$ cat config.mk
export PLATFORM = sky130hd
export DESIGN_NAME = fetchCacheTop
export DESIGN_NICKNAME = d
export VERILOG_FILES = /design/src/axiLitePkg.sv /design/src/fetchCachePkg.sv /design/src/fetchCacheLookup.sv /design/src/fetchCacheTop.sv /design/src/fetchRefill.sv
export VERILOG_INCLUDE_DIRS = /design/src
export SDC_FILE = /design/constraint.sdc
export NUM_CORES = 1
export LEC_CHECK = 0
export BUFFER_PORTS_ARGS = -buffer_cell sky130_fd_sc_hd__buf_2
export CORE_MARGIN = 2
export CORE_UTILIZATION = 45
export DETAILED_ROUTE_END_ITERATION = 10
export MAX_ROUTING_LAYER = met4
export RECOVER_POWER = 25
export SLEW_MARGIN = 0
export SYNTH_ARGS = -nofsm -noshare
export SYNTH_HDL_FRONTEND = slang
export SYNTH_SLANG_ARGS = --single-unit
$ cat constraint.sdc
create_clock -name CLK -period 19.37 [get_ports CLK]
set_clock_uncertainty 0.1 [all_clocks]
set_input_delay 2.9055 -clock CLK [delete_from_list [all_inputs] [get_ports CLK]]
set_output_delay 2.9055 -clock CLK [all_outputs]
set_load 0.03 [all_outputs]
$ cat src/fetchCache_defines.svh
`ifndef FETCH_CACHE_DEFINES_SVH
`define FETCH_CACHE_DEFINES_SVH

// Cache geometry
`define FC_ADDR_BITS   32
`define FC_DATA_BITS   32
`define FC_TAG_BITS    27
`define FC_SET_BITS    2
`define FC_SETS        4
`define FC_OFFSET_BITS 2

// Statistics counters
`define FC_CNT_BITS    20

// AXI4-Lite read channel widths
`define AXI_ADDR_BITS  32
`define AXI_DATA_BITS  32
`define AXI_RESP_BITS  2
`define AXI_PROT_BITS  3

`endif

$ cat src/axiLitePkg.sv
`default_nettype none
`include "fetchCache_defines.svh"

package axiLitePkg;

   typedef enum logic [`AXI_RESP_BITS-1:0] {
      OKAY   = 2'b00,
      EXOKAY = 2'b01,
      SLVERR = 2'b10,
      DECERR = 2'b11
   } axiResp_e;

   // Instruction, secure, unprivileged
   localparam logic [`AXI_PROT_BITS-1:0] axiProtInstr = 3'b100;

endpackage

`default_nettype wire

$ cat src/fetchCachePkg.sv
`default_nettype none
`include "fetchCache_defines.svh"

package fetchCachePkg;

   // Field view of a fetch address
   typedef struct packed {
      logic [`FC_TAG_BITS-1:0]    tag;      // Bits 31 to 5
      logic [`FC_SET_BITS-1:0]    setIdx;   // Bits 4 to 3
      logic                       word;     // Word within the block
      logic [`FC_OFFSET_BITS-1:0] byteOff;  // Always zero for fetch
   } fetchAddrFields_t;

   // One address word, seen raw or by fields
   typedef union packed {
      logic [`FC_ADDR_BITS-1:0] raw;
      fetchAddrFields_t         f;
   } fetchAddr_u;

endpackage

`default_nettype wire

$ cat src/fetchCacheLookup.sv
`default_nettype none
`include "fetchCache_defines.svh"

module fetchCacheLookup (
   input  wire                            CLK,
   input  wire                            RESET,
   input  wire                            reqValid,
   input  wire fetchCachePkg::fetchAddr_u reqAddr,
   input  wire                            refillDone,
   input  wire [`FC_DATA_BITS-1:0]        refillWord0,
   input  wire [`FC_DATA_BITS-1:0]        refillWord1,
   input  wire                            refillError,
   output logic                           reqReady,
   output logic                           respValid,
   output logic [`FC_DATA_BITS-1:0]       respData,
   output logic                           respError,
   output logic                           missStart,
   output fetchCachePkg::fetchAddr_u      missAddr,
   output logic [`FC_CNT_BITS-1:0]        hitCount,
   output logic [`FC_CNT_BITS-1:0]        missCount
);

   import fetchCachePkg::*;

   // Storage, indexed by way then set
   logic                     validArr [2][`FC_SETS];
   logic [`FC_TAG_BITS-1:0]  tagArr   [2][`FC_SETS];
   logic [`FC_DATA_BITS-1:0] dataArr  [2][`FC_SETS][2];
   logic [`FC_SETS-1:0]      olderWay;  // Way to replace next

   // Request stage
   logic       aValid;
   fetchAddr_u aAddr;

   // Compare stage
   logic                     bValid;
   fetchAddr_u               bAddr;
   logic [1:0]               bWayValid;
   logic [`FC_TAG_BITS-1:0]  bWayTag  [2];
   logic [`FC_DATA_BITS-1:0] bWayData [2][2];
   logic                     missIssued;
   logic                     bFilled;   // Refill block has arrived
   logic [`FC_DATA_BITS-1:0] fillData;
   logic                     fillError;

   logic [1:0] wayHit;
   logic       bHit;
   logic       hitWay;
   logic       stall;
   logic       advance;
   logic       victim;

   always_comb begin
      wayHit[0] = bWayValid[0] && (bWayTag[0] == bAddr.f.tag);
      wayHit[1] = bWayValid[1] && (bWayTag[1] == bAddr.f.tag);
   end

   assign bHit     = |wayHit;
   assign hitWay   = wayHit[1];
   assign stall    = bValid && !bHit && !bFilled;
   assign advance  = !stall;
   assign reqReady = advance;
   assign victim   = olderWay[bAddr.f.setIdx];  // Read live, hits may have moved it

   always_comb begin
      missAddr           = bAddr;
      missAddr.f.word    = 1'b0;  // Block base
      missAddr.f.byteOff = '0;
   end

   // Pipeline valids
   always_ff @(posedge CLK or posedge RESET) begin
      if (RESET) begin
         aValid <= 1'b0;
         bValid <= 1'b0;
      end else if (advance) begin
         aValid <= reqValid;
         bValid <= aValid;
      end
   end

   // Address capture and array read
   always_ff @(posedge CLK) begin
      if (advance) begin
         aAddr <= reqAddr;
         bAddr <= aAddr;
         for (int w = 0; w < 2; w++) begin
            bWayValid[w]   <= validArr[w][aAddr.f.setIdx];
            bWayTag[w]     <= tagArr[w][aAddr.f.setIdx];
            bWayData[w][0] <= dataArr[w][aAddr.f.setIdx][0];
            bWayData[w][1] <= dataArr[w][aAddr.f.setIdx][1];
         end
      end
   end

   // Miss sequencing
   always_ff @(posedge CLK or posedge RESET) begin
      if (RESET) begin
         missStart  <= 1'b0;
         missIssued <= 1'b0;
         bFilled    <= 1'b0;
         missCount  <= '0;
      end else begin
         missStart <= stall && !missIssued;
         if (advance) begin
            missIssued <= 1'b0;
            bFilled    <= 1'b0;
         end else begin
            if (!missIssued) begin
               missIssued <= 1'b1;
               missCount  <= missCount + 1'b1;
            end
            if (refillDone) begin
               bFilled <= 1'b1;
            end
         end
      end
   end

   always_ff @(posedge CLK) begin
      if (refillDone) begin
         fillData  <= refillError ? '0 : (bAddr.f.word ? refillWord1 : refillWord0);
         fillError <= refillError;
      end
   end

   // Valid and recency state
   always_ff @(posedge CLK or posedge RESET) begin
      if (RESET) begin
         for (int w = 0; w < 2; w++) begin
            for (int s = 0; s < `FC_SETS; s++) begin
               validArr[w][s] <= 1'b0;
            end
         end
         olderWay <= '0;
      end else if (refillDone && !refillError) begin
         validArr[victim][bAddr.f.setIdx] <= 1'b1;
         olderWay[bAddr.f.setIdx]         <= !victim;
      end else if (bValid && bHit) begin
         olderWay[bAddr.f.setIdx] <= !hitWay;
      end
   end

   always_ff @(posedge CLK) begin
      if (refillDone && !refillError) begin
         tagArr[victim][bAddr.f.setIdx]     <= bAddr.f.tag;
         dataArr[victim][bAddr.f.setIdx][0] <= refillWord0;
         dataArr[victim][bAddr.f.setIdx][1] <= refillWord1;
      end
   end

   // Response
   always_ff @(posedge CLK or posedge RESET) begin
      if (RESET) begin
         respValid <= 1'b0;
         hitCount  <= '0;
      end else begin
         respValid <= bValid && advance;
         if (bValid && bHit) begin
            hitCount <= hitCount + 1'b1;
         end
      end
   end

   always_ff @(posedge CLK) begin
      if (bValid && advance) begin
         if (bFilled) begin
            respData  <= fillData;
            respError <= fillError;
         end else begin
            respData  <= bWayData[hitWay][bAddr.f.word];
            respError <= 1'b0;
         end
      end
   end

   // A block is only ever installed in one way of its set
   aSingleWayHit: assert property (@(posedge CLK) disable iff (RESET)
      bValid |-> !(wayHit[0] && wayHit[1]))
      else $error("Fetch address hits in both ways");

   aRespNotWithMiss: assert property (@(posedge CLK) disable iff (RESET)
      !(respValid && missStart))
      else $error("Response and miss start in the same cycle");

   aRefillExpected: assert property (@(posedge CLK) disable iff (RESET)
      refillDone |-> (missIssued && !bFilled))
      else $error("Refill done without a pending miss");

endmodule

`default_nettype wire

$ cat src/fetchCacheTop.sv
`default_nettype none
`include "fetchCache_defines.svh"

module fetchCacheTop (
   input  wire                        CLK,
   input  wire                        RESET,
   input  wire                        reqValid,
   input  wire [`FC_ADDR_BITS-1:0]    reqAddr,
   output logic                       reqReady,
   output logic                       respValid,
   output logic [`FC_DATA_BITS-1:0]   respData,
   output logic                       respError,
   output logic [`FC_CNT_BITS-1:0]    hitCount,
   output logic [`FC_CNT_BITS-1:0]    missCount,
   output logic                       arvalid,
   input  wire                        arready,
   output logic [`AXI_ADDR_BITS-1:0]  araddr,
   output logic [`AXI_PROT_BITS-1:0]  arprot,
   input  wire                        rvalid,
   output logic                       rready,
   input  wire [`AXI_DATA_BITS-1:0]   rdata,
   input  wire axiLitePkg::axiResp_e  rresp
);

   import fetchCachePkg::*;
   import axiLitePkg::*;

   logic                     missStart;
   fetchAddr_u               missAddr;
   logic                     refillDone;
   logic [`FC_DATA_BITS-1:0] refillWord0;
   logic [`FC_DATA_BITS-1:0] refillWord1;
   logic                     refillError;

   assign arprot = axiProtInstr;

   fetchCacheLookup lookup (
      .CLK         (CLK),
      .RESET       (RESET),
      .reqValid    (reqValid),
      .reqAddr     (reqAddr),
      .refillDone  (refillDone),
      .refillWord0 (refillWord0),
      .refillWord1 (refillWord1),
      .refillError (refillError),
      .reqReady    (reqReady),
      .respValid   (respValid),
      .respData    (respData),
      .respError   (respError),
      .missStart   (missStart),
      .missAddr    (missAddr),
      .hitCount    (hitCount),
      .missCount   (missCount)
   );

   fetchRefill refill (
      .CLK         (CLK),
      .RESET       (RESET),
      .missStart   (missStart),
      .missAddr    (missAddr),
      .arready     (arready),
      .rvalid      (rvalid),
      .rdata       (rdata),
      .rresp       (rresp),
      .arvalid     (arvalid),
      .araddr      (araddr),
      .rready      (rready),
      .refillDone  (refillDone),
      .refillWord0 (refillWord0),
      .refillWord1 (refillWord1),
      .refillError (refillError)
   );

endmodule

`default_nettype wire

$ cat src/fetchRefill.sv
`default_nettype none
`include "fetchCache_defines.svh"

module fetchRefill (
   input  wire                            CLK,
   input  wire                            RESET,
   input  wire                            missStart,
   input  wire fetchCachePkg::fetchAddr_u missAddr,
   input  wire                            arready,
   input  wire                            rvalid,
   input  wire [`AXI_DATA_BITS-1:0]       rdata,
   input  wire axiLitePkg::axiResp_e      rresp,
   output logic                           arvalid,
   output logic [`AXI_ADDR_BITS-1:0]      araddr,
   output logic                           rready,
   output logic                           refillDone,
   output logic [`FC_DATA_BITS-1:0]       refillWord0,
   output logic [`FC_DATA_BITS-1:0]       refillWord1,
   output logic                           refillError
);

   import fetchCachePkg::*;
   import axiLitePkg::*;

   localparam logic [2:0] sIdle  = 3'd0;
   localparam logic [2:0] sAddr0 = 3'd1;
   localparam logic [2:0] sData0 = 3'd2;
   localparam logic [2:0] sAddr1 = 3'd3;
   localparam logic [2:0] sData1 = 3'd4;
   localparam logic [2:0] sDone  = 3'd5;

   logic [2:0] state;
   fetchAddr_u blockAddr;
   fetchAddr_u wordAddr;

   always_ff @(posedge CLK or posedge RESET) begin
      if (RESET) begin
         state <= sIdle;
      end else begin
         case (state)
            sIdle: begin
               if (missStart) begin
                  state <= sAddr0;
               end
            end
            sAddr0: begin
               if (arready) begin
                  state <= sData0;
               end
            end
            sData0: begin
               if (rvalid) begin
                  state <= sAddr1;
               end
            end
            sAddr1: begin
               if (arready) begin
                  state <= sData1;
               end
            end
            sData1: begin
               if (rvalid) begin
                  state <= sDone;
               end
            end
            default: begin
               state <= sIdle;  // Done lasts one cycle
            end
         endcase
      end
   end

   always_ff @(posedge CLK) begin
      if (state == sIdle && missStart) begin
         blockAddr   <= missAddr;
         refillError <= 1'b0;
      end else if (rready && rvalid && rresp != OKAY) begin
         refillError <= 1'b1;  // Sticky across both beats
      end
      if (state == sData0 && rvalid) begin
         refillWord0 <= rdata;
      end
      if (state == sData1 && rvalid) begin
         refillWord1 <= rdata;
      end
   end

   always_comb begin
      wordAddr           = blockAddr;
      wordAddr.f.word    = (state == sAddr1);
      wordAddr.f.byteOff = '0;
   end

   assign araddr     = wordAddr.raw;
   assign arvalid    = (state == sAddr0) || (state == sAddr1);
   assign rready     = (state == sData0) || (state == sData1);
   assign refillDone = (state == sDone);

   aMissWhileIdle: assert property (@(posedge CLK) disable iff (RESET)
      missStart |-> (state == sIdle))
      else $error("Miss start while a refill is running");

   aAddrHeld: assert property (@(posedge CLK) disable iff (RESET)
      (arvalid && !arready) |=> (arvalid && $stable(araddr)))
      else $error("Read address changed before arready");

endmodule

`default_nettype wire

; ---- Yosys cells after proc, flatten, opt, wreduce, memory -nomap -nowiden
; Memory sizes are Yosys's and may differ from the RTL's.
; Index checks and enable logic that the tools add are counted.
[word_totals]
reg_bits = 287
ramBits = 910
in_bits = 71
out_inout_bits = 112
mem_count = 4
[mem_list]
columns = memory, depth, width, read_ports, rd_clocked_by_memory_dff, write_ports, line_no
row1 = lookup.dataArr, 2, 256, 2, 0, 1, fetchCacheLookup.sv:28  ; logic [`FC_DATA_BITS-1:0] dataArr [2][`FC_SETS][2];
row2 = lookup.tagArr, 2, 108, 2, 0, 1, fetchCacheLookup.sv:27  ; logic [`FC_TAG_BITS-1:0] tagArr [2][`FC_SETS];
row3 = lookup.bWayData, 2, 64, 1, 0, 2, fetchCacheLookup.sv:40  ; logic [`FC_DATA_BITS-1:0] bWayData [2][2];
row4 = lookup.bWayTag, 2, 27, 2, 0, 2, fetchCacheLookup.sv:39  ; logic [`FC_TAG_BITS-1:0] bWayTag [2];
[op_classes]
n_addsub = 2
n_lt_le_gt_ge = 8
eq_ne = 13
muxes = 311
n_bitwise = 262
reduce_logical = 31
[op_table]
columns = op, n
row1 = $mux 256, 2
row2 = $mux 64, 5
row3 = $mux 1, 268
row4 = $bmux 64 s2, 2
row5 = $demux 64 s2, 2
row6 = $or 1x1->1, 256
row7 = $mux 32, 6
row8 = $mux 27, 5
row9 = $bmux 27 s2, 2
row10 = $mux 108, 1
row11 = $demux 27 s2, 1
row12 = $eq 27x27->1, 2
row13 = $add 20x1->20 const B, 2
row14 = $logic_and 1x1->1, 16
row15 = $mux 3, 5
row16 = $pmux 3 s5, 1
row17 = $mux 4, 3
row18 = $ne 2x2->1 const B, 5
row19 = $bwmux 4, 2
row20 = $or 8x8->8, 1
row21 = $logic_not 1->1, 7
row22 = $bmux 1 s2, 3
row23 = $eq 3x2->1 const B, 2
row24 = $eq 3x3->1 const B, 2
row25 = other kinds (19), 26

; ---- Logic depth before layout (Yosys ltp)
; An unclocked memory read counts as a cell.
[depth]
ltp_word = 9
ltp_mapped = 8
mapped_depth_nobuf = 6

; ---- Cells and area by module
; Synthesis repeated with hierarchy kept, for this count alone.
[hier_totals]
cells_unflattened = 2127
hier_area_um2 = 45338.5
[by_module_without_submodules]
columns = module, instances, cells_per_inst, area_each_um2, seq_area_each_um2
row1 = fetchCacheLookup, 1, 1998, 42218.0, 32621.3
row2 = fetchRefill, 1, 124, 3090.5, 2887.8
row3 = fetchCacheTop, 1, 5, 30.0, 0.0

; ---- Worst setup path after synthesis
; Ideal clock, no wire load.
[synth_timing]
kind = reg-to-reg
from = register lookup.bAddr[22] in the netlist's numbering
to = register lookup.aAddr[10] in the netlist's numbering, enable pin
arrival_time_ps = 6865
required_time_ps = 18654
path_slack_ps = 11789
stages_incl_launch_ff = 8
period_less_slack_ps = 7581
cell_sequence = edfxtp_1 -> xnor2_1 -> nand4_1 -> nor4_2 -> a32oi_1 -> buf_2 -> buf_2 -> nand2_1
[synth_via]
elab_chain_cells = 6
word_cells_on_any_way = 8
[synth_lines]
columns = item, line_no
row1 = "start, declared", fetchCacheLookup.sv:37  ; fetchAddr_u bAddr;
row2 = "start signal, assigned", fetchCacheLookup.sv:86  ; bAddr <= aAddr;
row3 = $eq 27x27->1 (on tied branches), "fetchCacheLookup.sv:55, fetchCacheLookup.sv:54"
row4 = $logic_and 1x1->1 (on tied branches), "fetchCacheLookup.sv:55, fetchCacheLookup.sv:54"
row5 = $reduce_or 2->1 (*), fetchCacheLookup.sv:58  ; assign bHit = |wayHit;
row6 = $logic_not 1->1 (*), fetchCacheLookup.sv:60  ; assign stall = bValid && !bHit && !bFilled;
row7 = $logic_and 1x1->1 (*) (2 in series), fetchCacheLookup.sv:60
row8 = "end signal, assigned", fetchCacheLookup.sv:85  ; aAddr <= reqAddr;
row9 = "end, declared", fetchCacheLookup.sv:33  ; fetchAddr_u aAddr;
; Mark *: on every way between the ends. The rest lies on a longest branch, timed or not.
; A chain may end at the register's enable or synchronous reset.

; ---- Worst setup path after layout
[layout_timing]
from = register lookup.bFilled
to = output reqReady
[layout_via]
elab_chain_cells = 3
[layout_lines]
columns = item, line_no
row1 = "start, declared", fetchCacheLookup.sv:42  ; logic bFilled;
row2 = "start signal, assigned", fetchCacheLookup.sv:101  ; bFilled <= 1'b0;
row3 = "start signal, assigned", fetchCacheLookup.sv:107  ; bFilled <= 1'b0;
row4 = "start signal, assigned", fetchCacheLookup.sv:114  ; bFilled <= 1'b1;
row5 = $logic_not 1->1, fetchCacheLookup.sv:60
row6 = $logic_and 1x1->1, fetchCacheLookup.sv:60
row7 = $logic_not 1->1, fetchCacheLookup.sv:61  ; assign advance = !stall;
row8 = "end, declared", fetchCacheTop.sv:9  ; output logic reqReady,
; No other way between the ends.

==> results.md <==
- Status: complete, but fails checks
- Failing checks: max-capacitance violations, max-slew violations
- CP startpoint kind: flop
- H-tree depth: 3
- Post-synth ARST share: 5.11%
- Post-Synth XOR/XNOR Area: 1.81%
- WL final: 100000 um
- Worst Path Required: 16360 ps
- Max-cap violations: 4
- Placed Cells: 3545
- DRT Pass-1 Iters: 6
- Clk sinks: 1193
- Tmin final: 7920 ps
- # IOs: 183
- Leak: 17.6 nW
- Mux cell area share after synthesis: 13.9%
- Clock Path Buffers: 3
- Setup_tns: 0 ps
- Worst-Margin Slew: 3760 ps
- Critical path class: flop to primary output
- Fillers: 7760
- Number of synthesized register bits: 1193
- Layout cells sized above 1: 28.2%
- Site Rows: 115
- Post-CTS setup buffers: 0
- Adder-cell share of the synthesized area: 0.0557%
- Hold buffer count at cts: 0
- Number of clock buffers inserted by TritonCTS: 117
- Worst path arrival time: 4910 ps
- Post-Synthesis Cell Area: 0.0449 sq mm
- DR vias: 21.3k
- Vias in the first global route: 22.3k
- Power per Cell Area: 112 mW/mm^2
- Clk slew on worst S/H paths: 60 ps
- Die Span X: 320 um
- Post-route DRC violation count: 0
- Sequential element share of the synthesized area: 79.0%
- PortBufs: 175
- Critical path buffers and inverters: 2
- Resize count post-CTS: 0
- Fin nets: 2450
- Placed Area: 0.0475 sq mm
- Worst IR Drop VDD: 0.0000857 V
- Die H: 320 um
- Fin. Hold Viols: 0
- Final setup fails: 0
- Leading register cell type out of synthesis: edfxtp_1
- P&R area growth vs syn: 14.0%
- Simple-Gate Fraction of Synth Area: 2.98%
- Initial DRC Count: 2379
- Distinct cells, synth: 44
- Initial core utilization: 45.5%
- Largest stage delay on the critical path: 2520 ps
- Worst-path cell chain: clkbuf_1 -> nor2_1 -> nand2_1 -> buf_2
- Worst Hold Class: flop to flop
- Routed wire per std cell: 26.6 um
- CTS root buf: clkbuf_16
- EDFF count, synth: 1131
- Synth Area in Compound Gates: 0.944%
- RSZ-0062 raised after global routing: false
- Clock latency on the worst-skew pair: 700 ps
- Share of the synthesized area in the top cell type: 75.6%
- Global-route wire length before repair: 149000 um
- DP Wirelength: 49400 um
- GR Util All Layers: 20.4%
- Core area: 0.0987 sq mm
- Routed Antenna Nets: 0
- Gate Count Post-Synth: 2133
- Gr ovfl total: 0
- Count of pins over their slew limit: 140
- Relative slew margins: -151%
- Initial antenna violation count: 6
- Synth area leaders: edfxtp_1 76%, mux4_2 9.3%, dfrtp_1 3.4%
- Final Cell Area: 0.0512 sq mm
- Via density per instance: 5.65
- Largest net degree at the start of global routing: 104
- CTS tree: built
- Finished Layout Cells: 3764
- Synth area leader: edfxtp_1
- Area of the die: 0.102 sq mm
- Worst path slowest cell: clkbuf_1
- Top Family by Delay on Critical Path: buffers and inverters
- Max Fanout on Critical Path: 37
- Main combinational cell family by area after synthesis: multiplexers
- Crit end category: primary output
- Syn_area_per_cell: 21.1 sq um
- Final Cycle Share: 40.9%
- Number of synthesis warnings: 0
- Routability cong.: 0.751
- Fmax achieved: 126 MHz
[kinds of logic (layout without fill, tap and decap cells)]
| family | after synthesis | after routing |
|---|---|---|
| flops | 1193 | 1193 |
| mux | 381 | 381 |
| simple gates | 280 | 280 |
| buf+inv | 136 | 472 |
| xor+xnor | 93 | 93 |
| compound gates | 46 | 46 |
| fa+ha+maj | 2 | 2 |
| other cells | 2 | 10 |
[power by group]
part	total, W	leakage, nW	internal [W]	switching (W)
clock network	0.00220	1.82	0.00126	0.000944
logic	0.000444	4.71	0.000164	0.000280
registers	0.00311	11.0	0.00301	0.0000937
[final timing paths]
| path | cells after the start | slack, ps | start | end |
|---|---|---|---|---|
| max in group asynchronous | 3 | 16230 | RESET | lookup.bFilled$_DFFE_PP0P_ |
| worst min register to register | 0 | 320 | lookup.aAddr[22]$_DFFE_PN_ | lookup.bAddr[22]$_DFFE_PN_ |
| worst max register to register | 5 | 12570 | lookup.bFilled$_DFFE_PP0P_ | lookup.bWayData[1][61]$_DFFE_PN_ |
| min in group asynchronous | 3 | 2350 | RESET | lookup.hitCount[14]$_DFFE_PP0P_ |
| worst max-delay path | 4 | 11450 | lookup.bFilled$_DFFE_PP0P_ | reqReady |
| worst min-delay path | 0 | 320 | lookup.aAddr[22]$_DFFE_PN_ | lookup.bAddr[22]$_DFFE_PN_ |
[registers in the layout, indices dropped and copies added, names as in the netlist, 2 cells and up]
name,count
lookup.aAddr,30
lookup.bAddr,30
lookup.bWayData,128
lookup.bWayTag,54
lookup.bWayValid,2
lookup.dataArr,512
lookup.fillData,32
lookup.hitCount,20
lookup.missCount,20
lookup.olderWay,4
lookup.respData,32
lookup.tagArr,216
lookup.validArr,8
refill.blockAddr,29
refill.refillWord0,32
refill.refillWord1,32
refill.state,3
[cell usage in the layout (no fill, tap or decap), types with 32 or more instances in the layout]
cell type and count:
mux2i_1 97, inv_1 44, buf_2 175, a222oi_1 32, mux2_2 99, buf_4 33
dfrtp_1 60, nand2_1 112, clkbuf_16 119, mux4_2 185, nor2_1 50, edfxtp_1 1131
xnor2_1 69
[area by class of cell]
class                           instances  area (sq um)  share of cell area [%]
Inverter                               45           169                   0.330
Tap cell                             1287          1610                    3.14
Clock buffer                          148          3130                    6.11
Antenna cell                            5          12.5                  0.0244
Clock inverter                         66           586                    1.14
Sequential cell                      1193         35500                    69.3
Multi-Input combinational cell        807          9040                    17.7
Timing Repair Buffer                  213          1160                    2.26
[cell usage after synthesis, types with 2 or more instances]
cell / count
clkbuf_1: 41
nor2b_1: 5
buf_4: 5
nand3_1: 18
nor2_1: 57
nor3_1: 11
dfrtp_1: 61
buf_2: 35
o22ai_1: 2
ha_1: 2
a21oi_1: 5
mux2_2: 99
conb_1: 2
nand2_1: 116
mux2i_1: 97
nand3b_1: 2
mux4_2: 185
nor4_2: 3
xor2_1: 24
or2_2: 8
or3_1: 2
edfxtp_1: 1131
nor4b_1: 2
nor4_1: 6
and3_1: 6
nand2b_1: 5
and4_1: 3
and2_1: 6
nand4_1: 22
nand4b_1: 2
xnor2_1: 69
a222oi_1: 32
o221a_2: 3
buf_1: 10
inv_1: 45
nor3b_1: 3
[per-layer routing]
metal / GRT usage, % / share of wire [%] / up-vias
li1: - / - / 9097
met1: 28.8 / 43 / 11260
met2: 31.5 / 48 / 787
met3: 3.57 / 7.5 / 132
met4: 4.42 / 1.6 / 0
met5: - / 0 / -
[worst register-to-register path, stage by stage, from the launching register on]
cell,delay (ps)
dfrtp_2,330
clkbuf_1,2520
nor2_1,660
nand2_4,870
buf_4,890
buf_4,1030
[stage by stage]
stage | setup slack [ps] | power [W] | utilization (%) | hold WS [ps]
2_1_floorplan | 11790 | 0.00345 | - | 300
3_3_place_gp | 13380 | 0.00359 | 48.1 | 303
3_5_place_dp | 13390 | 0.00361 | 48.1 | 305
4_1_cts | 12610 | 0.00581 | 51.9 | 316
5_1_grt | 11250 | 0.00595 | 51.9 | 320
6_report | 11450 | 0.00575 | 51.9 | 316
(Power assumes the default switching activity.)
